==> src/descriptor_pkg.sv <==
package descriptor_pkg;

  // ring samples, bit 0 east then counter-clockwise
  localparam int NUM_SAMPLES = 8;

  typedef logic [NUM_SAMPLES-1:0] pattern_t;

  // sum of the whole window, 25 x 255 fits in 13 bits
  localparam int SUM_W = 13;

  typedef logic [SUM_W-1:0] sum_t;

  // riu2 code, 0..8 for uniform patterns
  localparam int CODE_W = 4;

  typedef logic [CODE_W-1:0] code_t;

  localparam code_t NONUNIFORM_CODE = 4'd9;

  // a pattern is uniform up to this many circular transitions
  localparam int MAX_TRANSITIONS = 2;

endpackage

==> src/image_pkg.sv <==
package image_pkg;

  // pixel format
  localparam int PIX_W = 8;

  typedef logic [PIX_W-1:0] pixel_t;

  // frame geometry
  localparam int COLS = 16;
  localparam int ROWS = 16;
  localparam int COL_W = $clog2(COLS);
  localparam int ROW_W = $clog2(ROWS);

  // window around the centre pixel, outer ring at RADIUS
  localparam int RADIUS = 2;
  localparam int WIN = 2 * RADIUS + 1;
  localparam int WIN_AREA = WIN * WIN;

  // one vertical slice of the window, index 0 is the oldest row
  typedef pixel_t [WIN-1:0] column_t;

  // indexed [column][row], column 0 is the leftmost
  typedef column_t [WIN-1:0] window_t;

endpackage

==> src/descriptor_calc.sv <==
module descriptor_calc
  import image_pkg::*;
  import descriptor_pkg::*;
(
    input clk,
    input rst_n_i,
    input window_t win_i,
    input win_valid_i,
    input frame_last_i,
    output code_t ni_o,
    output code_t rd_o,
    output logic desc_valid_o,
    output logic frame_done_o
);

  // uniform patterns map to their count of ones
  function automatic code_t riu2(input pattern_t p);
    pattern_t diff;
    int trans;
    diff  = p ^ {p[0], p[NUM_SAMPLES-1:1]};
    trans = $countones(diff);
    if (trans <= MAX_TRANSITIONS) begin
      return code_t'($countones(p));
    end
    return NONUNIFORM_CODE;
  endfunction

  pixel_t [NUM_SAMPLES-1:0] outer_d;
  pixel_t [NUM_SAMPLES-1:0] inner_d;
  pattern_t rd_pat_d;
  sum_t sum_d;

  pixel_t [NUM_SAMPLES-1:0] outer_q;
  pattern_t rd_pat_q;
  sum_t sum_q;
  logic s1_valid;
  logic s1_last;

  pattern_t ni_pat;

  // ring samples, outer at RADIUS, inner at one
  always_comb begin
    outer_d[0] = win_i[2*RADIUS][RADIUS];
    inner_d[0] = win_i[RADIUS+1][RADIUS];
    outer_d[1] = win_i[2*RADIUS][0];
    inner_d[1] = win_i[RADIUS+1][RADIUS-1];
    outer_d[2] = win_i[RADIUS][0];
    inner_d[2] = win_i[RADIUS][RADIUS-1];
    outer_d[3] = win_i[0][0];
    inner_d[3] = win_i[RADIUS-1][RADIUS-1];
    outer_d[4] = win_i[0][RADIUS];
    inner_d[4] = win_i[RADIUS-1][RADIUS];
    outer_d[5] = win_i[0][2*RADIUS];
    inner_d[5] = win_i[RADIUS-1][RADIUS+1];
    outer_d[6] = win_i[RADIUS][2*RADIUS];
    inner_d[6] = win_i[RADIUS][RADIUS+1];
    outer_d[7] = win_i[2*RADIUS][2*RADIUS];
    inner_d[7] = win_i[RADIUS+1][RADIUS+1];
  end

  always_comb begin
    for (int k = 0; k < NUM_SAMPLES; k++) begin
      rd_pat_d[k] = (outer_d[k] >= inner_d[k]);
    end
  end

  // patch sum over the whole window
  always_comb begin
    sum_d = '0;
    for (int c = 0; c < WIN; c++) begin
      for (int r = 0; r < WIN; r++) begin
        sum_d = sum_d + sum_t'(win_i[c][r]);
      end
    end
  end

  // stage 1
  always_ff @(posedge clk) begin
    if (win_valid_i) begin
      sum_q    <= sum_d;
      rd_pat_q <= rd_pat_d;
      outer_q  <= outer_d;
    end
  end

  always_ff @(posedge clk or negedge rst_n_i) begin
    if (!rst_n_i) begin
      s1_valid <= 1'b0;
      s1_last  <= 1'b0;
    end else begin
      s1_valid <= win_valid_i;
      s1_last  <= win_valid_i && frame_last_i;
    end
  end

  // compare against the mean without dividing
  always_comb begin
    for (int k = 0; k < NUM_SAMPLES; k++) begin
      ni_pat[k] = (sum_t'(outer_q[k]) * sum_t'(WIN_AREA) >= sum_q);
    end
  end

  // stage 2
  always_ff @(posedge clk) begin
    if (s1_valid) begin
      ni_o <= riu2(ni_pat);
      rd_o <= riu2(rd_pat_q);
    end
  end

  always_ff @(posedge clk or negedge rst_n_i) begin
    if (!rst_n_i) begin
      desc_valid_o <= 1'b0;
      frame_done_o <= 1'b0;
    end else begin
      desc_valid_o <= s1_valid;
      frame_done_o <= s1_last;
    end
  end

endmodule

==> src/line_buffer.sv <==
module line_buffer
  import image_pkg::*;
(
    input clk,
    input rst_n_i,
    input pixel_t pix_i,
    input pix_valid_i,
    output column_t col_o,
    output logic col_valid_o,
    output logic win_full_o,
    output logic last_o
);

  // four past rows, row_mem[0] is the oldest
  pixel_t row_mem[WIN-1][COLS];

  logic [COL_W-1:0] col_cnt;
  logic [ROW_W-1:0] row_cnt;
  logic col_end;
  logic row_end;
  logic win_full;

  assign col_end = (col_cnt == COL_W'(COLS - 1));
  assign row_end = (row_cnt == ROW_W'(ROWS - 1));

  // enough rows and columns seen for a full window ending here
  assign win_full = (row_cnt >= ROW_W'(WIN - 1)) && (col_cnt >= COL_W'(WIN - 1));

  // raster position, wraps at frame end
  always_ff @(posedge clk or negedge rst_n_i) begin
    if (!rst_n_i) begin
      col_cnt <= '0;
      row_cnt <= '0;
    end else if (pix_valid_i) begin
      if (col_end) begin
        col_cnt <= '0;
        if (row_end) begin
          row_cnt <= '0;
        end else begin
          row_cnt <= row_cnt + 1'b1;
        end
      end else begin
        col_cnt <= col_cnt + 1'b1;
      end
    end
  end

  // rows move up one memory per pixel, new pixel enters the newest row
  always_ff @(posedge clk) begin
    if (pix_valid_i) begin
      for (int k = 0; k < WIN - 2; k++) begin
        row_mem[k][col_cnt] <= row_mem[k+1][col_cnt];
      end
      row_mem[WIN-2][col_cnt] <= pix_i;
      for (int k = 0; k < WIN - 1; k++) begin
        col_o[k] <= row_mem[k][col_cnt];
      end
      col_o[WIN-1] <= pix_i;
    end
  end

  always_ff @(posedge clk or negedge rst_n_i) begin
    if (!rst_n_i) begin
      col_valid_o <= 1'b0;
      win_full_o  <= 1'b0;
      last_o      <= 1'b0;
    end else begin
      col_valid_o <= pix_valid_i;
      win_full_o  <= pix_valid_i && win_full;
      last_o      <= pix_valid_i && col_end && row_end;
    end
  end

endmodule

==> src/nird_top.sv <==
module nird_top
  import image_pkg::*;
  import descriptor_pkg::*;
(
    input clk,
    input rst_n_i,
    input pixel_t pix_i,
    input pix_valid_i,
    output code_t ni_o,
    output code_t rd_o,
    output logic desc_valid_o,
    output logic frame_done_o
);

  column_t col;
  logic col_valid;
  logic win_full;
  logic col_last;

  window_t win;
  logic win_valid;
  logic frame_last;

  line_buffer line_buffer_i (
      .clk(clk),
      .rst_n_i(rst_n_i),
      .pix_i(pix_i),
      .pix_valid_i(pix_valid_i),
      .col_o(col),
      .col_valid_o(col_valid),
      .win_full_o(win_full),
      .last_o(col_last)
  );

  window_regs window_regs_i (
      .clk(clk),
      .rst_n_i(rst_n_i),
      .col_i(col),
      .col_valid_i(col_valid),
      .win_full_i(win_full),
      .last_i(col_last),
      .win_o(win),
      .win_valid_o(win_valid),
      .frame_last_o(frame_last)
  );

  // two pipeline stages, codes follow win_valid by two cycles
  descriptor_calc descriptor_calc_i (
      .clk(clk),
      .rst_n_i(rst_n_i),
      .win_i(win),
      .win_valid_i(win_valid),
      .frame_last_i(frame_last),
      .ni_o(ni_o),
      .rd_o(rd_o),
      .desc_valid_o(desc_valid_o),
      .frame_done_o(frame_done_o)
  );

endmodule

==> src/window_regs.sv <==
module window_regs
  import image_pkg::*;
(
    input clk,
    input rst_n_i,
    input column_t col_i,
    input col_valid_i,
    input win_full_i,
    input last_i,
    output window_t win_o,
    output logic win_valid_o,
    output logic frame_last_o
);

  logic take_win;

  // only columns that close a complete window produce an output
  assign take_win = col_valid_i && win_full_i;

  // every column shifts in, also the ones near the frame edge
  always_ff @(posedge clk) begin
    if (col_valid_i) begin
      for (int c = 0; c < WIN - 1; c++) begin
        win_o[c] <= win_o[c+1];
      end
      win_o[WIN-1] <= col_i;
    end
  end

  always_ff @(posedge clk or negedge rst_n_i) begin
    if (!rst_n_i) begin
      win_valid_o  <= 1'b0;
      frame_last_o <= 1'b0;
    end else begin
      win_valid_o  <= take_win;
      frame_last_o <= take_win && last_i;
    end
  end

endmodule
==> config.mk <==
export PLATFORM = sky130hd
export DESIGN_NAME = nird_top
export DESIGN_NICKNAME = d
export VERILOG_FILES = /design/src/descriptor_pkg.sv /design/src/image_pkg.sv /design/src/descriptor_calc.sv /design/src/line_buffer.sv /design/src/nird_top.sv /design/src/window_regs.sv
export SDC_FILE = /design/constraint.sdc
export NUM_CORES = 1
export LEC_CHECK = 0
export BUFFER_PORTS_ARGS = -buffer_cell sky130_fd_sc_hd__buf_4
export CAP_MARGIN = 20
export CORE_MARGIN = 2
export CORE_UTILIZATION = 55
export CTS_CLUSTER_SIZE = 28
export DETAILED_ROUTE_END_ITERATION = 16
export PLACE_DENSITY = 0.71
export SYNTH_ARGS = -nofsm -noshare
export SYNTH_HDL_FRONTEND = slang
export SYNTH_SLANG_ARGS = --single-unit
export TNS_END_PERCENT = 10
==> constraint.sdc <==
create_clock -name clk -period 8.85 [get_ports clk]
set_input_delay 0.885 -clock clk [delete_from_list [all_inputs] [get_ports clk]]
set_output_delay 0.885 -clock clk [all_outputs]
set_load 0.01 [all_outputs]
; ---- Word level (Yosys, flattened, before mapping)
; Memory sizes are Yosys's and may differ from the RTL's.
; Index checks and enable logic that the tools add are counted.
; W data, S select, Z words.
[word_totals]
ff_bits = 350
mem_bits_rw = 512
in_bits = 11
elab_cells = 176
memories = 1
[mem_list]
columns = memory, depth, width, read_ports, rd_ports_with_merged_regs, wr, line_no
row1 = line_buffer_i.row_mem, 4, 128, 4, 0, 4, line_buffer.sv:15  ; pixel_t row_mem[WIN-1][COLS];
[classes]
n_addsub = 54
multipliers = 8
magnitude_cmp = 22
eq_ne = 2
n_mux = 24
bitwise_logic = 3
n_reduce_logical = 9
[op_table]
columns = cell, count
row1 = $add A13 B8 Y13, 23
row2 = $add A32 B32 Y32, 6
row3 = $bmux W8 S4, 4
row4 = $mux W128, 1
row5 = $ge A13 B13 Y1, 8
row6 = $mul A8 B5 Y13 const B, 8
row7 = $mux W8, 9
row8 = $ge A8 B8 Y1, 8
row9 = $le A32 B3 Y1 const B, 2
row10 = $add A1 B1 Y2, 16
row11 = $demux W8 S4, 1
row12 = $add A4 B4 Y4, 6
row13 = $mux W4, 4
row14 = $xor A8 B8 Y8, 2
row15 = $add A8 B8 Y9, 1
row16 = $add A4 B1 Y4 const B, 2
row17 = $eq A4 B4 Y1 const B, 2
row18 = $ge A4 B3 Y1 const B, 2
row19 = $logic_and A1 B1 Y1, 8
row20 = $ge A5 B5 Y1 const B, 1
row21 = $lt A5 B1 Y1 const B, 1
row22 = $mux W1, 5
row23 = $not A4 Y5, 1
row24 = $reduce_and A2 Y1, 1

; ---- Logic depth before layout (Yosys ltp)
; Gate-level depths: netlist of the first run.
[depth]
depth_word = 24
ltp_mapped = 25
depth_no_buf = 25

; ---- Modules after synthesis
; A second synthesis of the first run with hierarchy kept.
[hier_totals]
cells_unflattened = 2812
area_unflattened_um2 = 45064.5
[modules_own_cells]
columns = module, instances, cells_per_inst, area_per_inst_um2, seq_area_each_um2
row1 = line_buffer, 1, 899, 21157.8, 16851.2
row2 = descriptor_calc, 1, 1709, 17838.4, 2892.8
row3 = window_regs, 1, 204, 6068.3, 6055.8

; ---- Least setup slack after synthesis of the first run
; OpenSTA, ideal clock, no wires.
[synth_path]
kind = register to register
startpoint = register window_regs_i.win_o[0] in the netlist's numbering
endpoint = register descriptor_calc_i.sum_q[9], data pin
setup_ps = 258
t_arrival_ps = 6362
required_ps = 8592
slack_ps = 2231
path_stages_with_launch = 22
path_buffers = 0
period_less_slack_ps = 6619
cell_sequence = edfxtp_1 ha_1 fa_1 a21o_1 a21oi_1 xnor2_1 fa_1 inv_1 fa_1 fa_1 fa_1 fa_1 fa_1 fa_1 inv_1 fa_1 nor2b_1 o21ai_0 a21boi_0 o21ai_0 nor2b_1 xnor2_1
[synth_via]
elab_chain_len = 24
[synth_rtl]
columns = element, line_no
row1 = from (decl), window_regs.sv:10  ; output window_t win_o,
row2 = "from (signal, indexed assignment)", window_regs.sv:24  ; win_o[c] <= win_o[c+1];
row3 = "from (signal, indexed assignment)", window_regs.sv:26  ; win_o[WIN-1] <= col_i;
row4 = $add A8 B8 Y9, descriptor_calc.sv:72  ; sum_d = sum_d + sum_t'(win_i[c][r]);
row5 = $add A13 B8 Y13 (23 in series), descriptor_calc.sv:72
row6 = via descriptor_calc_i.sum_d[9], descriptor_calc.sv:31  ; sum_t sum_d;
row7 = to (signal assigned), descriptor_calc.sv:80  ; sum_q <= sum_d;
row8 = to (decl), descriptor_calc.sv:35  ; sum_t sum_q;
; The timed path passes the listed nets, and every way through them passes these cells.
; A chain may end at the register's enable or synchronous reset.

; ---- Worst setup path in the final report of the first run
[layout_path]
startpoint = register descriptor_calc_i.outer_q[2] in the netlist's numbering
endpoint = register descriptor_calc_i.ni_o[0], data pin
[layout_via]
elab_chain_len = 9
word_cells_on_any_way = 15
[layout_rtl]
columns = element, line_no
row1 = from (decl), descriptor_calc.sv:33  ; pixel_t [NUM_SAMPLES-1:0] outer_q;
row2 = from (signal assigned), descriptor_calc.sv:82  ; outer_q <= outer_d;
row3 = $mul A8 B5 Y13 (*), descriptor_calc.sv:99  ; ni_pat[k] = (sum_t'(outer_q[k]) * sum_t'(WIN_AREA) >= sum_q);
row4 = $ge A13 B13 Y1 (*), descriptor_calc.sv:99
row5 = $xor A8 B8 Y8, descriptor_calc.sv:20  ; diff = p ^ {p[0], p[NUM_SAMPLES-1:1]};
row6 = $add A1 B1 Y2 (not written as such), descriptor_calc.sv:21  ; trans = $countones(diff);
row7 = $add A32 B32 Y32 (not written as such) (2 in series), descriptor_calc.sv:21
row8 = $le A32 B3 Y1, descriptor_calc.sv:22  ; if (trans <= MAX_TRANSITIONS) begin
row9 = $mux W1, descriptor_calc.sv:22
row10 = $mux W1, descriptor_calc.sv:105  ; if (s1_valid) begin
row11 = to (signal assigned), descriptor_calc.sv:106  ; ni_o <= riu2(ni_pat);
row12 = to (decl), descriptor_calc.sv:10  ; output code_t ni_o,
; Mark *: on every way between the ends. The rest lies on a longest branch, timed or not. The select of a mux whose other input is x is not followed.

==> results of run 1 <==
-- cell families (layout without fill, tap and decap cells) --
logic type | after synthesis | in the layout | share of synthesized area, %
XOR/XNOR | 91 | 91 | 1.81
AND/OR/NAND/NOR | 270 | 270 | 2.74
multiplexers | 161 | 161 | 8.19
AO/OA/AOI/OAI | 228 | 228 | 3.13
flip-flops | 862 | 862 | 58.5
adder cells (fa/ha/maj) | 664 | 664 | 22.5
buffers and inverters | 356 | 518 | 3.22
-- critical path, delay by kind of cell (launching register included) --
| kind | cells | cell delay (ns) |
|---|---|---|
| adders and majority gates | 10 | 3.58 |
| DFF | 1 | 0.44 |
| and+or+nand+nor | 2 | 0.19 |
| AOI/OAI and AO/OA | 7 | 2.16 |
| xor gates and xnor gates | 2 | 0.40 |
| buffers and inverters | 2 | 0.12 |
-- final cells by class --
type,count,area (um^2),area share [%]
clock buffers,105,2330,4.79
clock inverters,50,519,1.07
multi-input cells,1414,17000,35.1
repair buffers,48,360,0.742
flip-flops and latches,862,25800,53.2
inverters,315,1180,2.44
well taps,1050,1310,2.71
-- worst paths after layout --
kind                                               from                             end  slack (ns)  cells after the start
max in group asynchronous                       rst_n_i       line_buffer_i.col_valid_o        8.47                      1
setup reg to reg           descriptor_calc_i.outer_q[2]       descriptor_calc_i.ni_o[0]        1.68                     23
hold / removal                                  rst_n_i        line_buffer_i.row_cnt[1]        0.11                      1
hold reg to reg               descriptor_calc_i.s1_last  descriptor_calc_i.frame_done_o        0.36                      0
min in group clk              descriptor_calc_i.s1_last  descriptor_calc_i.frame_done_o        0.36                      0
setup / recovery           descriptor_calc_i.outer_q[2]       descriptor_calc_i.ni_o[0]        1.68                     23
-- layout by cell type, fill, tap and decap left out, types with 4 or more instances in the layout --
cell / instances
inv_1: 315
dfrtp_1: 11
o21ai_0: 63
clkbuf_16: 89
a31oi_1: 6
nor2b_1: 26
nand2b_1: 19
nor3_1: 19
a21o_1: 31
clkinv_2: 17
dfrtp_4: 4
mux4_2: 160
edfxtp_1: 845
nor2_1: 89
o41ai_1: 9
and2_1: 7
xnor2_1: 56
buf_4: 48
fa_1: 214
nand3_1: 4
clkinv_1: 15
ha_1: 450
clkbuf_8: 4
a211oi_1: 5
a21oi_1: 85
bufinv_16: 6
o41a_1: 8
clkinv_16: 4
nor2_4: 14
clkbuf_1: 12
nand4_1: 4
xor2_1: 35
nand2_1: 79
-- per-layer routing --
layer,vias up,GRT usage (%),part of all wire (%)
met5,-,0,0
met4,0,7.03,2.7
met3,147,2.95,4.7
met2,548,39.8,52
met1,11378,30.1,41
li1,9978,-,-
-- state kept, by name, summed over array words and instances, names as in the netlist --
signal                          count
line_buffer_i.row_mem             512
window_regs_i.win_o               200
descriptor_calc_i.outer_q          64
line_buffer_i.col_o                40
descriptor_calc_i.sum_q            13
descriptor_calc_i.rd_pat_q          8
descriptor_calc_i.ni_o              4
descriptor_calc_i.rd_o              4
line_buffer_i.col_cnt               4
line_buffer_i.row_cnt               4
descriptor_calc_i.desc_valid_o      1
descriptor_calc_i.frame_done_o      1
descriptor_calc_i.s1_last           1
descriptor_calc_i.s1_valid          1
line_buffer_i.col_valid_o           1
line_buffer_i.last_o                1
line_buffer_i.win_full_o            1
window_regs_i.frame_last_o          1
window_regs_i.win_valid_o           1
-- through the flow --
step	utilization (%)	std cells	cell area, um^2	worst slack [ns]	hold WS (ns)
3_5_place_dp	57.7	3689	45700	1.61	0.339
3_3_place_gp	57.7	3689	45700	1.84	0.340
2_1_floorplan	-	2632	44100	2.23	0.331
6_report	61.3	3844	48600	1.68	0.108
4_1_cts	61.3	3844	48600	1.57	0.0832
5_1_grt	61.3	3844	48600	1.31	0.0873
==> impl_metrics.env, run 1 <==
export IMPL_first_global_vias=23646
export IMPL_fill_cells=5689
export IMPL_cts_htree_levels=3
export IMPL_grt_max_degree=74
export IMPL_ys_warnings_count=0
export IMPL_cp_max_fo=4
export IMPL_ys_top_cells_by_area="edfxtp_1, ha_1, fa_1"
export IMPL_yosysMostFrequentCell="edfxtp_1"
export IMPL_required_ns=9.22
export IMPL_ys_seq_elements=862
export IMPL_hold_path_class="in2async"
export IMPL_setup_viol=0
export IMPL_grt_use_total_pct=22.9
export IMPL_wirelength_um=90300
export IMPL_firstDrtPassIters=5
export IMPL_synth_largest_area_cell="edfxtp_1"
export IMPL_first_iter_violations=1569
export IMPL_tns_ns=0
export IMPL_grt_setup_unrepaired="false"
export IMPL_cts_resized=0
export IMPL_cts_buffer_depth=3
export IMPL_rows=103
export IMPL_slew_headroom_pct=33.8
export IMPL_fin_skew_ns=0.0317
export IMPL_synth_top_area_share_pct=57.5
export IMPL_cts_hold_buf=0
export IMPL_final_layout_size_suffix_gt1_share_pct=12.9
export IMPL_core_area_mm2=0.0793
export IMPL_gp_congestion=0.886
export IMPL_root_buffer="clkbuf_16"
export IMPL_final_min_period_over_clock_period_pct=81.0
export IMPL_cts_tree="built"
export IMPL_maxCapViolCount=0
export IMPL_synth_nets=3307
export IMPL_maxSlewViolCount=0
export IMPL_cts_made_buffers=87
export IMPL_post_cts_buffers=0
export IMPL_drc_errors=0
export IMPL_status="complete, no violations"
export IMPL_place_hpwl_um=59400
export IMPL_async_flop_share_pct=1.97
export IMPL_nNetsFinal=3403
export IMPL_path_clk_slew_ns=0.06
export IMPL_synth_commonest_cells="edfxtp_1, ha_1, inv_1"
export IMPL_criticalPathCategory="reg2reg"
export IMPL_clk_latency_ns=0.65
export IMPL_worst_path_largest_cell_delay_ns=0.68
export IMPL_ys_types=43
export IMPL_worstMarginPinSlew_ns=0.992
export IMPL_synth_edf_count=845
export IMPL_vias_per_cell=5.74
export IMPL_hold_viol=0
export IMPL_cpMostUsedCell="ha_1"
export IMPL_start_util_pct=55.7
export IMPL_fin_crit_ns=7.17
export IMPL_die_w_um=287
export IMPL_arrival_ns=7.54
export IMPL_wl_per_cell_um=23.5
export IMPL_yosysSeqAreaShare_pct=58.5
export IMPL_io_pins=21
export IMPL_synth_ff_type="edfxtp_1"
export IMPL_drtAntennaViolNets=0
export IMPL_antenna_cells=0
export IMPL_portBuffers=20
export IMPL_critPathCaptureType="register"
export IMPL_syn_inst=2632
export IMPL_cts_sinks=862
export IMPL_crit_path_cell_trace="ha_1 -> ha_1 -> fa_1 -> ha_1 -> a21o_1 -> a21oi_1 -> nor2_1 -> a211oi_1 -> a21oi_1 -> xor2_1 -> ha_1 -> o2111ai_1 -> o21ai_0 -> xor2_1 -> ha_1 -> inv_1 -> fa_1 -> inv_1 -> fa_1 -> ha_1 -> fa_1 -> a211oi_1 -> nand2b_1"
export IMPL_vias=22051
export IMPL_antenna_found_initial=1
export IMPL_die_area_mm2=0.0825
export IMPL_syn_area_mm2=0.0441
export IMPL_die_height_um=287
export IMPL_fmax_mhz=140
export IMPL_syn_avg_cell_area_um2=16.8
export IMPL_areaGrowthSynthToFinish_pct=10.0
export IMPL_grt_pass1_wl_um=140000
export IMPL_grt_overflow_total=0
export IMPL_slowest_stage="o21ai_0"
export IMPL_cp_start_kind="register"
Power of run 1 is not shown: default switching activity piles up to over one toggle a cycle in this logic, so the estimate is an artifact.
==> run 2, diff against run 1 <==
==> constraint.sdc (replaced) <==
create_clock -name clk -period 6.7 [get_ports clk]
set_input_delay 0.67 -clock clk [delete_from_list [all_inputs] [get_ports clk]]
set_output_delay 0.67 -clock clk [all_outputs]
set_load 0.01 [all_outputs]
==> impl_metrics.env, run 2 (synthesis results as in run 1) <==
export IMPL_status="complete, no violations"
export IMPL_fill_cells=5604
export IMPL_cp_start_kind="register"
export IMPL_reg_top3="line_buffer_i.row_mem x512, window_regs_i.win_o x200, descriptor_calc_i.outer_q x64"
export IMPL_whs_path_depth=1
export IMPL_grt_max_degree=136
export IMPL_fin_skew_ns=0.0394
export IMPL_cts_tree="built"
export IMPL_slowest_stage="fa_2"
export IMPL_nNetsFinal=3462
export IMPL_io_pins=21
export IMPL_core_area_mm2=0.0793
export IMPL_slew_headroom_pct=27.9
export IMPL_wirelength_met1_um=37100
export IMPL_hold_viol=0
export IMPL_required_ns=7.08
export IMPL_maxSlewViolCount=0
export IMPL_wl_per_cell_um=23.5
export IMPL_die_area_mm2=0.0825
export IMPL_final_common_cell="edfxtp_1"
export IMPL_critPathTopFamily="adder cells"
export IMPL_final_layout_size_suffix_gt1_share_pct=16.9
export IMPL_worstMarginPinSlew_ns=1.08
export IMPL_hold_path_class="in2reg"
export IMPL_grt_overflow_total=0
export IMPL_final_cell_mix="edfxtp_1, ha_1, inv_1, fa_1, mux4_2"
export IMPL_critPathCaptureType="register"
export IMPL_fmax_mhz=152
export IMPL_setup_slack_ns=0.138
export IMPL_worst_r2r_endpoint="descriptor_calc_i.sum_q[10]"
export IMPL_first_global_vias=23794
export IMPL_holdWs_ns=0.321
export IMPL_start_util_pct=55.7
export IMPL_path_clk_slew_ns=0.06
export IMPL_multiInputGateArea_mm2=0.0175
export IMPL_cts_sinks=862
export IMPL_antenna_found_initial=0
export IMPL_ff_latch_area_mm2=0.0258
export IMPL_maxCapViolCount=0
export IMPL_grt_setup_unrepaired="true"
export IMPL_cpMostUsedCell="fa_1"
export IMPL_cp_max_fo=3
export IMPL_criticalPathCategory="reg2reg"
export IMPL_rr_worst_depth=21
export IMPL_cts_made_buffers=86
export IMPL_arrival_ns=6.94
export IMPL_largest_reg_flops=512
export IMPL_firstDrtPassIters=5
export IMPL_root_buffer="clkbuf_16"
export IMPL_vias=22284
export IMPL_first_iter_violations=1486
export IMPL_top_layer="met4"
export IMPL_wirelength_um=91800
export IMPL_r2r_setup_slack_ns=0.14
export IMPL_die_w_um=287
export IMPL_top_register="line_buffer_i.row_mem"
export IMPL_route_met2_wl_um=47600
export IMPL_vias_per_cell=5.70
export IMPL_pre_cts_slack_ns=-0.362
export IMPL_rows=103
export IMPL_rr_startpoint="window_regs_i.win_o[0]"
export IMPL_wl_met3_um=4560
export IMPL_grt_use_total_pct=23.1
export IMPL_grt_pass1_wl_um=142000
export IMPL_clk_latency_ns=0.66
export IMPL_cts_buffer_depth=3
export IMPL_fin_crit_ns=6.56
export IMPL_hp_start="pix_i[7]"
export IMPL_setup_viol=0
export IMPL_crit_path_cell_trace="ha_2 -> fa_2 -> a21o_1 -> a21oi_2 -> o21bai_1 -> a21oi_2 -> xor2_1 -> fa_1 -> inv_1 -> fa_1 -> fa_1 -> fa_1 -> fa_2 -> fa_1 -> fa_1 -> ha_4 -> nand2_1 -> o211ai_1 -> a21o_1 -> a21oi_2 -> xnor2_1"
export IMPL_drtAntennaViolNets=0
export IMPL_drc_errors=0
export IMPL_final_min_period_over_clock_period_pct=97.9
export IMPL_cts_htree_levels=3
export IMPL_gp_congestion=0.865
export IMPL_min_to="line_buffer_i.col_o[39]"
export IMPL_areaGrowthSynthToFinish_pct=12.1
export IMPL_worst_path_largest_cell_delay_ns=0.57
export IMPL_place_hpwl_um=60600
export IMPL_path_buf_inv=1
export IMPL_portBuffers=20
export IMPL_die_height_um=287
==> run 2: changes by cell type in the layout (fill, tap and decap cells not counted), sizes merged <==
cell,change
buf,+59
bufinv,+3
clkbuf,-2
clkinv,+2
clkinvlp,+2
diode,+1
dlygate4sd3,+1
inv,-1
==> run 2: routing by layer <==
metal	global-route usage [%]	vias up
li1	-	10098
met4	7.07	0
met3	3.55	140
met1	30.4	11486
met5	0	-
met2	39.8	560
==> run 2: per-stage QoR <==
stage	std cells	utilization (%)	TNS (ns)	area, um^2
3_5_place_dp	3723	58.0	-2.46	46000
5_1_grt	3908	62.4	-0.295	49500
3_3_place_gp	3723	58.0	-1.16	46000
2_1_floorplan	2632	-	0	44100
6_report	3909	62.4	0	49500
4_1_cts	3888	61.9	0	49100
==> run 2: cell type report <==
cell class	instances	share of cell area, %
repair buffers	108	1.67
clock inverters	56	1.32
well taps	1050	2.65
clock buffers	103	4.52
diodes	1	0.00506
inverters	315	2.39
flip-flops and latches	862	52.2
multi-input cells	1414	35.3
==> run 2: worst max path at each step <==
stage / startpoint / endpoint / slack [ns] / cells after the start
2_1_floorplan: window_regs_i.win_o[0] / descriptor_calc_i.sum_q[9] / 0.08 / 21
3_3_place_gp: window_regs_i.win_o[0] / descriptor_calc_i.sum_q[9] / -0.27 / 21
3_5_place_dp: window_regs_i.win_o[0] / descriptor_calc_i.sum_q[9] / -0.36 / 21
4_1_cts: descriptor_calc_i.outer_q[18] / descriptor_calc_i.ni_o[3] / 0.003 / 25
5_1_grt: descriptor_calc_i.outer_q[3] / descriptor_calc_i.ni_o[3] / -0.06 / 25
6_report: window_regs_i.win_o[0] / descriptor_calc_i.sum_q[10] / 0.14 / 21
==> run 2: timing repair <==
item                       4_1_cts  5_1_grt
setup endpoints to repair       10       10
hold endpoints to repair        17        0
resized for setup               35       54
pin swaps                       16       63
hold buffers                     1        0
setup buffers                    5       20
Power of run 2 is left out for the same reason.
